**config.mk**
```make
export PLATFORM = sky130hd
export DESIGN_NAME = bb_baseband_top
export DESIGN_NICKNAME = d
export VERILOG_FILES = /design/src/bb_bus_pkg.sv /design/src/bb_io_pkg.sv /design/src/bb_ctrl_regs.sv /design/src/bb_usb_source_mux.sv /design/src/bb_led_ddac.sv /design/src/bb_baseband_top.sv
export SDC_FILE = /design/constraint.sdc
export NUM_CORES = 1
export LEC_CHECK = 0
export BUFFER_PORTS_ARGS = -buffer_cell sky130_fd_sc_hd__buf_4
export CAP_MARGIN = 10
export CELL_PAD_IN_SITES_DETAIL_PLACEMENT = 1
export CELL_PAD_IN_SITES_GLOBAL_PLACEMENT = 1
export CORE_MARGIN = 8
export CORE_UTILIZATION = 42
export DETAILED_ROUTE_END_ITERATION = 8
export PLACE_DENSITY = 0.92
export SYNTH_ARGS = -nofsm -noshare
export SYNTH_HDL_FRONTEND = slang
export SYNTH_SLANG_ARGS = --single-unit
```
**constraint.sdc**
```tcl
create_clock -name clk -period 3 [get_ports clk]
set_clock_uncertainty 0.1 [all_clocks]
set_input_delay 0.15 -clock clk [delete_from_list [all_inputs] [get_ports clk]]
set_output_delay 0.15 -clock clk [all_outputs]
set_load 0.02 [all_outputs]
```
**src/bb_bus_pkg.sv**
```systemverilog
package bb_bus_pkg;

    ////////////////////////////////////////////////////////////////////////////
    // APB bus widths

    typedef logic [31:0] apb_addr_t;  // Byte address
    typedef logic [31:0] apb_data_t;  // Read and write data

    ////////////////////////////////////////////////////////////////////////////
    // Control page placement

    localparam int PAGE_LSB = 12;  // Page field starts here, 4 KB slots

    // Upper address bits that select the control page
    localparam logic [31-PAGE_LSB:0] PAGE_BASE = 20'h43C04;

    ////////////////////////////////////////////////////////////////////////////
    // Register offsets inside the page

    localparam logic [PAGE_LSB-1:0] REG_CTRL    = 12'h000;  // Source select
    localparam logic [PAGE_LSB-1:0] REG_TX_DATA = 12'h004;  // Raw word to send
    localparam logic [PAGE_LSB-1:0] REG_TX_PUSH = 12'h008;  // Byte enables, push strobe
    localparam logic [PAGE_LSB-1:0] REG_RX_DATA = 12'h00C;  // Received word, pop strobe
    localparam logic [PAGE_LSB-1:0] REG_STATUS  = 12'h010;  // Bridge flags
    localparam logic [PAGE_LSB-1:0] REG_BURST   = 12'h014;  // Capture burst length
    localparam logic [PAGE_LSB-1:0] REG_LED0    = 12'h018;  // LED0 brightness
    localparam logic [PAGE_LSB-1:0] REG_LED1    = 12'h01C;  // LED1 brightness

endpackage

```
**src/bb_io_pkg.sv**
```systemverilog
package bb_io_pkg;

    ////////////////////////////////////////////////////////////////////////////
    // USB bridge FIFO side

    typedef logic [31:0] usb_word_t;  // One bridge word
    typedef logic [3:0]  usb_be_t;    // One enable per byte lane

    ////////////////////////////////////////////////////////////////////////////
    // Sampled data and counters

    typedef logic [7:0]  adc_sample_t;  // Channel A, offset binary
    typedef logic [31:0] burst_cnt_t;   // Words left in a capture burst
    typedef logic [15:0] led_level_t;   // Brightness, low LED_DEPTH bits used

    ////////////////////////////////////////////////////////////////////////////
    // Source feeding the USB write port

    typedef enum logic [1:0] {
        SRC_RAW      = 2'd0,  // CPU pushes words by hand
        SRC_IDLE     = 2'd1,  // Nothing moves
        SRC_CAPTURE  = 2'd2,  // ADC A burst
        SRC_LOOPBACK = 2'd3   // Read port echoed to write port
    } usb_src_e;

endpackage

```
**src/bb_ctrl_regs.sv**
```systemverilog
`timescale 1ns/100ps

module bb_ctrl_regs (
    input  logic                              clk,
    input  logic                              reset,

    // Write side, already decoded to this page
    input  logic                              wr_stb_i,
    input  logic [bb_bus_pkg::PAGE_LSB-1:0]   waddr_i,
    input  bb_bus_pkg::apb_data_t             pwdata_i,

    // Read side
    input  logic [bb_bus_pkg::PAGE_LSB-1:0]   raddr_i,
    output bb_bus_pkg::apb_data_t             prdata_o,

    // Bridge status and received words
    input  bb_io_pkg::usb_word_t              usb_rd_data_i,
    input  logic                              usb_rd_valid_i,
    input  logic                              usb_wr_full_i,
    input  logic                              usb_rd_empty_i,
    input  bb_io_pkg::burst_cnt_t             burst_remaining_i,

    // Fields toward the source mux
    output bb_io_pkg::usb_src_e               src_sel_o,
    output bb_io_pkg::usb_word_t              raw_data_o,
    output bb_io_pkg::usb_be_t                raw_be_o,
    output logic                              raw_wr_pulse_o,
    output logic                              raw_rd_pulse_o,
    output logic                              burst_load_o,
    output bb_io_pkg::burst_cnt_t             burst_count_o,

    // LED brightness
    output bb_io_pkg::led_level_t             led0_level_o,
    output bb_io_pkg::led_level_t             led1_level_o
);

    import bb_bus_pkg::*;
    import bb_io_pkg::*;

    usb_src_e   src_sel_q;     // Write port source
    usb_word_t  raw_data_q;    // Word for the raw push
    usb_be_t    raw_be_q;      // Lanes for the raw push
    logic       raw_wr_q;      // Push strobe
    logic       raw_rd_q;      // Pop strobe
    logic       burst_load_q;  // Counter load strobe
    burst_cnt_t burst_cnt_q;   // Value to load
    led_level_t led0_q;
    led_level_t led1_q;
    usb_word_t  rx_word_q;     // Last word seen on the read port

    ////////////////////////////////////////////////////////////////////////////
    // Writable fields and strobes

    always_ff @(posedge clk) begin
        if (reset) begin
            src_sel_q    <= SRC_IDLE;  // Quiet bridge out of reset
            raw_data_q   <= '0;
            raw_be_q     <= '0;
            raw_wr_q     <= 1'b0;
            raw_rd_q     <= 1'b0;
            burst_load_q <= 1'b0;
            burst_cnt_q  <= '0;
            led0_q       <= '0;
            led1_q       <= '0;
        end else begin
            // Strobes last one cycle only
            raw_wr_q     <= 1'b0;
            raw_rd_q     <= 1'b0;
            burst_load_q <= 1'b0;

            if (wr_stb_i) begin
                case (waddr_i)
                    REG_CTRL:    src_sel_q  <= usb_src_e'(pwdata_i[1:0]);
                    REG_TX_DATA: raw_data_q <= pwdata_i;
                    REG_TX_PUSH: begin
                        raw_be_q <= pwdata_i[3:0];
                        raw_wr_q <= 1'b1;  // Word goes out next cycle
                    end
                    REG_RX_DATA: raw_rd_q <= 1'b1;  // Write value ignored
                    REG_BURST: begin
                        burst_cnt_q  <= pwdata_i;
                        burst_load_q <= 1'b1;  // Counter takes it a cycle later
                    end
                    REG_LED0:    led0_q <= pwdata_i[15:0];
                    REG_LED1:    led1_q <= pwdata_i[15:0];
                    default: ;  // Status and holes are read only
                endcase
            end
        end
    end

    ////////////////////////////////////////////////////////////////////////////
    // Received word latch

    // Runs whatever the source, so loopback traffic shows up here too
    always_ff @(posedge clk) begin
        if (reset) begin
            rx_word_q <= '0;
        end else if (usb_rd_valid_i) begin
            rx_word_q <= usb_rd_data_i;
        end
    end

    ////////////////////////////////////////////////////////////////////////////
    // Read-back

    always_comb begin
        case (raddr_i)
            REG_CTRL:    prdata_o = {30'b0, src_sel_q};
            REG_TX_DATA: prdata_o = raw_data_q;
            REG_TX_PUSH: prdata_o = {28'b0, raw_be_q};
            REG_RX_DATA: prdata_o = rx_word_q;
            REG_STATUS:  prdata_o = {30'b0, usb_rd_empty_i, usb_wr_full_i};
            REG_BURST:   prdata_o = burst_remaining_i;  // Live count, not the load value
            REG_LED0:    prdata_o = {16'b0, led0_q};
            REG_LED1:    prdata_o = {16'b0, led1_q};
            default:     prdata_o = '0;  // Unmapped offsets
        endcase
    end

    // Outputs
    assign src_sel_o      = src_sel_q;
    assign raw_data_o     = raw_data_q;
    assign raw_be_o       = raw_be_q;
    assign raw_wr_pulse_o = raw_wr_q;
    assign raw_rd_pulse_o = raw_rd_q;
    assign burst_load_o   = burst_load_q;
    assign burst_count_o  = burst_cnt_q;
    assign led0_level_o   = led0_q;
    assign led1_level_o   = led1_q;

endmodule

```
**src/bb_usb_source_mux.sv**
```systemverilog
`timescale 1ns/100ps

module bb_usb_source_mux (
    input  logic                   clk,
    input  logic                   reset,

    input  bb_io_pkg::usb_src_e    src_sel_i,

    // CPU raw path
    input  bb_io_pkg::usb_word_t   raw_data_i,
    input  bb_io_pkg::usb_be_t     raw_be_i,
    input  logic                   raw_wr_pulse_i,
    input  logic                   raw_rd_pulse_i,

    // Capture burst
    input  logic                   burst_load_i,
    input  bb_io_pkg::burst_cnt_t  burst_count_i,
    input  bb_io_pkg::adc_sample_t adc_sample_i,

    // Bridge read port and flags
    input  bb_io_pkg::usb_word_t   usb_rd_data_i,
    input  bb_io_pkg::usb_be_t     usb_rd_be_i,
    input  logic                   usb_rd_valid_i,
    input  logic                   usb_wr_full_i,

    // Bridge write port
    output bb_io_pkg::usb_word_t   usb_wr_data_o,
    output bb_io_pkg::usb_be_t     usb_wr_be_o,
    output logic                   usb_wr_en_o,
    output logic                   usb_rd_en_o,

    output bb_io_pkg::burst_cnt_t  burst_remaining_o
);

    import bb_io_pkg::*;

    burst_cnt_t remaining_q;  // Words still to send
    logic       burst_active;

    ////////////////////////////////////////////////////////////////////////////
    // Burst down-counter

    // Counts down in every mode, so a burst can drain while not selected
    always_ff @(posedge clk) begin
        if (reset) begin
            remaining_q <= '0;
        end else if (burst_load_i) begin
            remaining_q <= burst_count_i;
        end else if (burst_active) begin
            remaining_q <= remaining_q - 1'b1;
        end
    end

    assign burst_active      = (remaining_q != '0);
    assign burst_remaining_o = remaining_q;

    ////////////////////////////////////////////////////////////////////////////
    // Four-way source select

    always_comb begin
        case (src_sel_i)
            SRC_RAW: begin
                usb_wr_data_o = raw_data_i;
                usb_wr_be_o   = raw_be_i;
                usb_wr_en_o   = raw_wr_pulse_i;
                usb_rd_en_o   = raw_rd_pulse_i;
            end
            SRC_CAPTURE: begin
                usb_wr_data_o = usb_word_t'(adc_sample_i);  // Zero-extended
                usb_wr_be_o   = 4'hF;
                usb_wr_en_o   = burst_active;  // No back-pressure here
                usb_rd_en_o   = 1'b1;          // Keep read side drained
            end
            SRC_LOOPBACK: begin
                usb_wr_data_o = usb_rd_data_i;
                usb_wr_be_o   = usb_rd_be_i;
                usb_wr_en_o   = usb_rd_valid_i;
                usb_rd_en_o   = !usb_wr_full_i;  // Only pull what can be pushed
            end
            default: begin  // SRC_IDLE
                usb_wr_data_o = '0;
                usb_wr_be_o   = 4'hF;
                usb_wr_en_o   = 1'b0;
                usb_rd_en_o   = 1'b0;
            end
        endcase
    end

endmodule

```
**src/bb_led_ddac.sv**
```systemverilog
`timescale 1ns/100ps

// First-order delta-sigma dimmer
module bb_led_ddac #(
    parameter int LED_DEPTH = 16  // Accumulator width, 4 to 16
) (
    input  logic                    clk,
    input  logic                    reset,
    input  bb_io_pkg::led_level_t   level_i,  // Duty is level over 2^LED_DEPTH
    output logic                    pwm_o
);

    logic [LED_DEPTH-1:0] acc_q;
    logic [LED_DEPTH:0]   sum;  // Extra bit holds the carry

    // Only the low bits of the level take part
    assign sum = {1'b0, acc_q} + {1'b0, level_i[LED_DEPTH-1:0]};

    always_ff @(posedge clk) begin
        if (reset) begin
            acc_q <= '0;
            pwm_o <= 1'b0;  // LED dark until first carry
        end else begin
            acc_q <= sum[LED_DEPTH-1:0];
            pwm_o <= sum[LED_DEPTH];  // Carry spreads the on cycles
        end
    end

endmodule

```
**src/bb_baseband_top.sv**
```systemverilog
`timescale 1ns/100ps

module bb_baseband_top #(
    parameter int LED_DEPTH = 16  // Dimmer resolution
) (
    input  logic                   clk,
    input  logic                   reset,

    // APB slave
    input  logic                   psel_i,
    input  logic                   penable_i,
    input  bb_bus_pkg::apb_addr_t  paddr_i,
    input  logic                   pwrite_i,
    input  bb_bus_pkg::apb_data_t  pwdata_i,
    output bb_bus_pkg::apb_data_t  prdata_o,

    // ADC channel A
    input  bb_io_pkg::adc_sample_t adc_sample_i,

    // USB bridge FIFO side
    output bb_io_pkg::usb_word_t   usb_wr_data_o,
    output bb_io_pkg::usb_be_t     usb_wr_be_o,
    output logic                   usb_wr_en_o,
    input  logic                   usb_wr_full_i,
    input  bb_io_pkg::usb_word_t   usb_rd_data_i,
    input  bb_io_pkg::usb_be_t     usb_rd_be_i,
    input  logic                   usb_rd_valid_i,
    input  logic                   usb_rd_empty_i,
    output logic                   usb_rd_en_o,

    // Board LEDs
    output logic                   led0_o,
    output logic                   led1_o
);

    import bb_bus_pkg::*;
    import bb_io_pkg::*;

    ////////////////////////////////////////////////////////////////////////////
    // Page decode

    logic                page_hit;
    logic                wr_stb;
    logic [PAGE_LSB-1:0] reg_off;
    apb_data_t           regs_prdata;

    assign page_hit = (paddr_i[31:PAGE_LSB] == PAGE_BASE);
    assign wr_stb   = psel_i && penable_i && pwrite_i && page_hit;  // Access phase
    assign reg_off  = paddr_i[PAGE_LSB-1:0];
    assign prdata_o = page_hit ? regs_prdata : '0;  // Other pages read zero

    // Register to datapath wiring
    usb_src_e   src_sel;
    usb_word_t  raw_data;
    usb_be_t    raw_be;
    logic       raw_wr_pulse;
    logic       raw_rd_pulse;
    logic       burst_load;
    burst_cnt_t burst_count;
    burst_cnt_t burst_remaining;
    led_level_t led0_level;
    led_level_t led1_level;

    bb_ctrl_regs regs_i (
        .clk               (clk),
        .reset             (reset),
        .wr_stb_i          (wr_stb),
        .waddr_i           (reg_off),
        .pwdata_i          (pwdata_i),
        .raddr_i           (reg_off),
        .prdata_o          (regs_prdata),
        .usb_rd_data_i     (usb_rd_data_i),
        .usb_rd_valid_i    (usb_rd_valid_i),
        .usb_wr_full_i     (usb_wr_full_i),
        .usb_rd_empty_i    (usb_rd_empty_i),
        .burst_remaining_i (burst_remaining),
        .src_sel_o         (src_sel),
        .raw_data_o        (raw_data),
        .raw_be_o          (raw_be),
        .raw_wr_pulse_o    (raw_wr_pulse),
        .raw_rd_pulse_o    (raw_rd_pulse),
        .burst_load_o      (burst_load),
        .burst_count_o     (burst_count),
        .led0_level_o      (led0_level),
        .led1_level_o      (led1_level)
    );

    ////////////////////////////////////////////////////////////////////////////
    // USB write source

    bb_usb_source_mux usb_mux_i (
        .clk               (clk),
        .reset             (reset),
        .src_sel_i         (src_sel),
        .raw_data_i        (raw_data),
        .raw_be_i          (raw_be),
        .raw_wr_pulse_i    (raw_wr_pulse),
        .raw_rd_pulse_i    (raw_rd_pulse),
        .burst_load_i      (burst_load),
        .burst_count_i     (burst_count),
        .adc_sample_i      (adc_sample_i),
        .usb_rd_data_i     (usb_rd_data_i),
        .usb_rd_be_i       (usb_rd_be_i),
        .usb_rd_valid_i    (usb_rd_valid_i),
        .usb_wr_full_i     (usb_wr_full_i),
        .usb_wr_data_o     (usb_wr_data_o),
        .usb_wr_be_o       (usb_wr_be_o),
        .usb_wr_en_o       (usb_wr_en_o),
        .usb_rd_en_o       (usb_rd_en_o),
        .burst_remaining_o (burst_remaining)
    );

    // LED dimmers
    bb_led_ddac #(.LED_DEPTH(LED_DEPTH)) led0_ddac_i (
        .clk     (clk),
        .reset   (reset),
        .level_i (led0_level),
        .pwm_o   (led0_o)
    );

    bb_led_ddac #(.LED_DEPTH(LED_DEPTH)) led1_ddac_i (
        .clk     (clk),
        .reset   (reset),
        .level_i (led1_level),
        .pwm_o   (led1_o)
    );

endmodule

```
==> metrics, run 1 <==
status=complete, but fails checks; failing checks=setup timing; CP Data Arrival Time=2.82 ns; share of flip-flops with an asynchronous set or reset=0; worst hold path class=in -> reg; Final Cycle Share=1.024; htree depth=1; area leader, netlist=dfxtp_1; GP Congestion=between 0.9 and 1; post-synth top area share=0.3670; pin count of the biggest net entering global routing=74; critical path type=reg -> out; clk sink count=203; global-route usage over all layers=0.3549; Die Ht=178.4 um; top cells by area, synth=dfxtp_1 37%, a21oi_1 6.8%, o21ai_0 5.4%; clk slew on worst S/H paths=0.07 ns; post-layout min period=3.071 ns; total net switching power=3421 uW; Syn. warnings=0; top-level I/O count=188; final net count=approximately 1.7k; number of port buffers=187; share of power burned in registers=0.360; DRC Markers=0; CTS tree=done; Final Hold Fails=0; per-cell routed wire length=slightly above 30 um; Syn Std Cell Area=0.01107 mm2; slew margin rel.=0.3571; Worst R2R Setup Slack=0.17 ns; Fmax=approximately 0.33 GHz; DRT Pass-1 Iters=7; fraction of layout cells with a size suffix above 1=0.1917; P_int=roughly 5600 uW; Worst Slack Setup Final=-0.07112 ns; Syn Inst Count=1365; DR vias/cell=7.039; Mean Syn Cell Area=roughly 8 um2; Slew @ Worst Pin=0.9400 ns; hpwl dp=32300 um; clock share of power=0.314; fin util=0.5541; most common cell after layout, fill and taps aside=buf_4; Combinational Power Share=0.327; design area=0.01440 mm2; post-synthesis sequential area ratio=0.3670; Slew Viols, Final=0; Layout area overhead=30.05%; Total Wirelength=58450 um; maximum VDD drop=between 0.5 and 0.6 mV; grt ovf=0; number of synthesized register bits=roughly 200; Starting Density=0.4261; Die X=178.4 um; final count of negative-setup-slack endpoints=1; post-route ant nets=0; crit-path max FO=7; cts bufs inserted=23; commonest cells after routing, fill and taps aside=216 x buf_4, 203 x dfxtp_1, 148 x a21oi_1, 146 x nor2_1, 119 x o21ai_0; pwr dens=629.3 mW/mm2; Die Area=~0.032 mm2; Max clock buf depth=3; Sw Share=0.3776; Worst-Skew Late Latency=0.53 ns; Site Rows=59; vias in the first global route=14.32k; Setup crit start kind=register; DRT iter0 DRCs=approximately 1.8k; critical path required time=roughly 2.8 ns; placed cell area=~0.013 mm2; antenna violations before repair=4; EDFF count, synth=0; P_leak=about 0.0056 uW; first-pass GRT wire length=roughly 88000 um; CP endpoint kind=output pin; area of the core=0.02598 mm2; routed vias=13.61k; # Max-Cap Violations=0; Syn Nets=1521; CTS root buf=clkbuf_16; synth unique cells=74; Synth Flop Type=dfxtp_1
[state kept, by name (all words and copies together) (netlist names), 4 cells and up]
| name | cells |
|---|---|
| regs_i.burst_count_o | 32 |
| regs_i.rx_word_q | 32 |
| regs_i.led0_level_o | 16 |
| regs_i.raw_be_o | 4 |
| regs_i.led1_level_o | 16 |
| usb_mux_i.burst_remaining_o | 32 |
| regs_i.raw_data_o | 32 |
| led0_ddac_i.acc_q | 16 |
| led1_ddac_i.acc_q | 16 |
[cell families (layout without fill, tap and decap cells)]
group | after synthesis | in the layout | share of synthesized area
xor+xnor | 25 | 25 | 0.01978
other cells | 0 | 2 | 0
fa+ha+maj | 40 | 40 | 0.04656
compound gates | 433 | 433 | 0.2431
mux | 76 | 76 | 0.07278
flops | 203 | 203 | 0.3670
buf+inv | 126 | 357 | 0.04407
simple gates | 462 | 462 | 0.2067
[synth_stat cells (4+ instances only)]
library cell,count
mux2_2,16
xnor2_1,11
or4_1,10
nor2_1,146
a22oi_1,57
a222oi_1,10
buf_2,6
a21oi_1,150
nor4_1,17
nor2b_1,14
a21o_1,12
clkbuf_1,94
mux2i_1,58
inv_1,15
dfxtp_1,203
nand3_1,115
xor2_1,14
or3_1,12
o311a_1,4
a211oi_1,10
o21ai_0,119
o31a_1,5
o21a_1,9
and2_1,5
a221o_1,9
nand2_1,53
ha_1,38
nand2b_1,4
nor3_1,37
a31oi_1,7
buf_1,9
or2_2,5
and3_1,11
nand4_1,14
[layer usage]
metal,track usage,routed length [um],part of all wire
met3,0.1183,7270,0.12
met4,0.2487,5003,0.086
met5,0,40,0.00068
met1,0.3904,19680,0.34
met2,0.5712,26460,0.45
[stage by stage]
step           instances  TNS (ns)  total power (uW)  hold WS, ns  setup slack (ns)
2_1_floorplan       1365         0              4706       0.1969            0.4206
3_3_place_gp        1809         0              5407       0.2967            0.2393
3_5_place_dp        1809         0              5522       0.3087            0.1353
4_1_cts             1931         0              8465       0.1170           0.06659
5_1_grt             1932  -0.04955              9253       0.1691          -0.04955
6_report            1933  -0.07112              9061       0.1538          -0.07112
[power by group through the flow]
stage                     combinational, uW  clock [uW]  sequential, uW
final                                  2960        2840            3260
after floorplan                        1610           0            3090
after CTS                              2500        2780            3190
after global routing                   3050        2940            3260
after global placement                 2190           0            3210
after detailed placement               2290           0            3230
[critical path: stages, from the launching register on]
cell and delay (ns):
dfxtp_1 0.41, or4_1 0.70, nor4_4 0.40, nand3_2 0.23, a222oi_1 0.31, nor2_1 0.08
buf_4 0.17
[area by class of cell]
class                   instances  area, um2
inverters                      15      56.30
multi-input cells            1036       6600
fillers                      3013      11590
clock inverters                 6      60.06
well taps                     335      419.2
repair buffers                304       2535
clock buffers                  32      659.4
diodes                          2      5.005
flip-flops and latches        203       4064
[what timing repair did]
action / CTS / global route
gates resized for setup: 2 / 14
setup buffers: 1 / 0
hold endpoints to repair: 135 / 0
hold buffers: 83 / 0
endpoints found under the setup margin: 1 / 13
pin swaps: 1 / 0
[final timing paths]
| check | from | endpoint | cells past startpoint |
|---|---|---|---|
| max reg2reg | regs_i.led1_level_o[4]$_SDFFE_PP0P_ | led1_ddac_i.acc_q[11]$_SDFF_PP0_ | 6 |
| max | usb_mux_i.burst_remaining_o[27]$_SDFFE_PP0P_ | usb_wr_en_o | 6 |
| min | paddr_i[3] | regs_i.raw_rd_pulse_o$_SDFF_PP0_ | 3 |
| min reg2reg | regs_i.burst_count_o[14]$_SDFFE_PP0P_ | usb_mux_i.burst_remaining_o[14]$_SDFFE_PP0P_ | 2 |
(Power assumes the default switching activity.)
==> inputs of run 2 (changes only) <==
==> constraint.sdc (replaced) <==
create_clock -name clk -period 2.9 [get_ports clk]
set_clock_uncertainty 0.1 [all_clocks]
set_input_delay 0.145 -clock clk [delete_from_list [all_inputs] [get_ports clk]]
set_output_delay 0.145 -clock clk [all_outputs]
set_load 0.02 [all_outputs]
==> metrics, run 2 (same netlist as run 1, synthesis figures left out) <==
status=complete, but fails checks; failing checks=setup timing; register area=0.004069 mm2; DRC Markers=0; final count of negative-setup-slack endpoints=12; Total Wirelength=~70000 um; DRT Pass-1 Iters=9; Hold Path Depth=4; DRT iter0 DRCs=2855; critical path required time=around 3.3 ns; Combinational Power Share=0.334; Die X=between 150 and 200 um; post-route ant nets=0; pin count of the biggest net entering global routing=76; final net count=1737; routed vias=14.86k; fraction of layout cells with a size suffix above 1=0.1980; Place WS=0.09861 ns; Design Power=10270 uW; P_int=6257 uW; hpwl dp=32870 um; Worst-Skew Late Latency=0.54 ns; CTS tree=done; area of the core=0.02598 mm2; Filler Cell Count=3000; # Max-Cap Violations=0; Die Ht=178.4 um; CP endpoint kind=register; Final Cycle Share=1.090; Fmax=0.3164 GHz; antenna violations before repair=11; Die Area=roughly 0.032 mm2; P_leak=between 0.005 and 0.006 uW; per-cell routed wire length=36.19 um; clock share of power=0.333; vias in the first global route=14.86k; worst hold path class=in -> reg; post-layout min period=3.160 ns; GP Congestion=approximately 0.92; slew margin rel.=0.07203; Slew Viols, Final=0; cts bufs inserted=22; htree depth=1; Site Rows=59; CTS root buf=clkbuf_16; worst r2r src=usb_mux_i.burst_remaining_o[0]$_SDFFE_PP0P_; Final Hold Fails=0; crit-path max FO=5; Multi-input gate area=0.006605 mm2; most common cell after layout, fill and taps aside=buf_4; CP Data Arrival Time=3.52 ns; clk sink count=between 200 and 250; total net switching power=4011 uW; Reg2Reg Depth=7; Slew @ Worst Pin=~1.4 ns; Worst Slack Setup Final=-0.2602 ns; maximum VDD drop=0.4765 mV; Setup crit start kind=register; global-route usage over all layers=0.3870; critical path type=reg -> reg; RSZ-0062 raised after global routing=yes; Max clock buf depth=3; CP startpoint=usb_mux_i.burst_remaining_o[0]$_SDFFE_PP0P_; Layout area overhead=31.14%; Sw Share=0.3906; number of port buffers=between 150 and 200; worst min-delay path startpoint=paddr_i[5]; first-pass GRT wire length=about 94000 um; pwr dens=707.1 mW/mm2; clk slew on worst S/H paths=0.09 ns; grt ovf=0; top-level I/O count=between 150 and 200; commonest cells after routing, fill and taps aside=218 x buf_4, 199 x dfxtp_1, 149 x a21oi_1, 146 x nor2_1, 119 x o21ai_0; share of power burned in registers=0.333; DR vias/cell=7.681; Starting Density=0.4261
-- run 2: changes by cell type in the layout (fill, tap and decap cells not counted), sizes merged --
cell	previous run	this run
dlygate4sd3	83	79
diode	2	4
clkinv	3	4
clkbuf	32	30
bufinv	1	5
clkinvlp	2	0
buf	221	224
-- run 2: cell type report --
| class | instances | area share |
|---|---|---|
| multi-input combinational | 1036 | 0.4549 |
| sequential | 203 | 0.2802 |
| timing repair buffer | 303 | 0.1748 |
| clock buffer | 30 | 0.04489 |
| tap | 335 | 0.02887 |
| clock inverter | 9 | 0.01172 |
| inverter | 15 | 0.003878 |
| antenna | 4 | 0.0006894 |
-- run 2: power groups by stage --
| stage | clock network [uW] | logic [uW] | registers (uW) |
|---|---|---|---|
| final | 3420 | 3430 | 3420 |
| after floorplan | 0 | 1670 | 3200 |
| after CTS | 3250 | 2660 | 3280 |
| after detailed placement | 0 | 2340 | 3330 |
| after global placement | 0 | 2230 | 3300 |
| after global routing | 3480 | 3440 | 3400 |
-- run 2: worst paths after layout --
kind	end	slack [ns]
min reg2reg	usb_mux_i.burst_remaining_o[14]$_SDFFE_PP0P_	0.36
max	usb_mux_i.burst_remaining_o[24]$_SDFFE_PP0P_	-0.26
max reg2reg	usb_mux_i.burst_remaining_o[24]$_SDFFE_PP0P_	-0.26
min	regs_i.raw_rd_pulse_o$_SDFF_PP0_	0.04
-- run 2: repair_timing --
item                                   4_1_cts  5_1_grt
endpoints found under the hold margin      136        0
gates cloned                                 0        0
gates resized for setup                      4       15
setup endpoints to repair                    1       11
hold buffers                                79        0
buffers inserted                             1        3
pin swaps                                    1        4
-- run 2: layer usage --
metal	track usage	part of all wire	vias to the layer above
met3	0.1355	0.16	709
met5	0	0.0013	-
li1	-	-	5489
met2	0.6016	0.42	1713
met4	0.2966	0.11	8
met1	0.4298	0.32	6943
-- run 2: worst max-delay path, cell delays in order (launching register included) --
cell	delay, ns
dfxtp_1	0.37
inv_1	0.17
ha_1	0.26
or4b_4	0.54
nor4_1	0.91
nand2_1	0.23
o21ai_0	0.29
o311a_1	0.20
-- run 2: per-stage QoR --
stage	hold slack, ns	area, um2	utilization	TNS (ns)	cells
final	0.03722	14520	0.5588	-1.661	1935
after global routing	0.04075	14520	0.5586	-1.909	1933
after CTS	0.02009	14450	0.5559	0	1928
after detailed placement	0.3035	12800	0.4926	0	1809
after global placement	0.2895	12800	0.4926	0	1809
after floorplan	0.1919	11070	-	0	1365
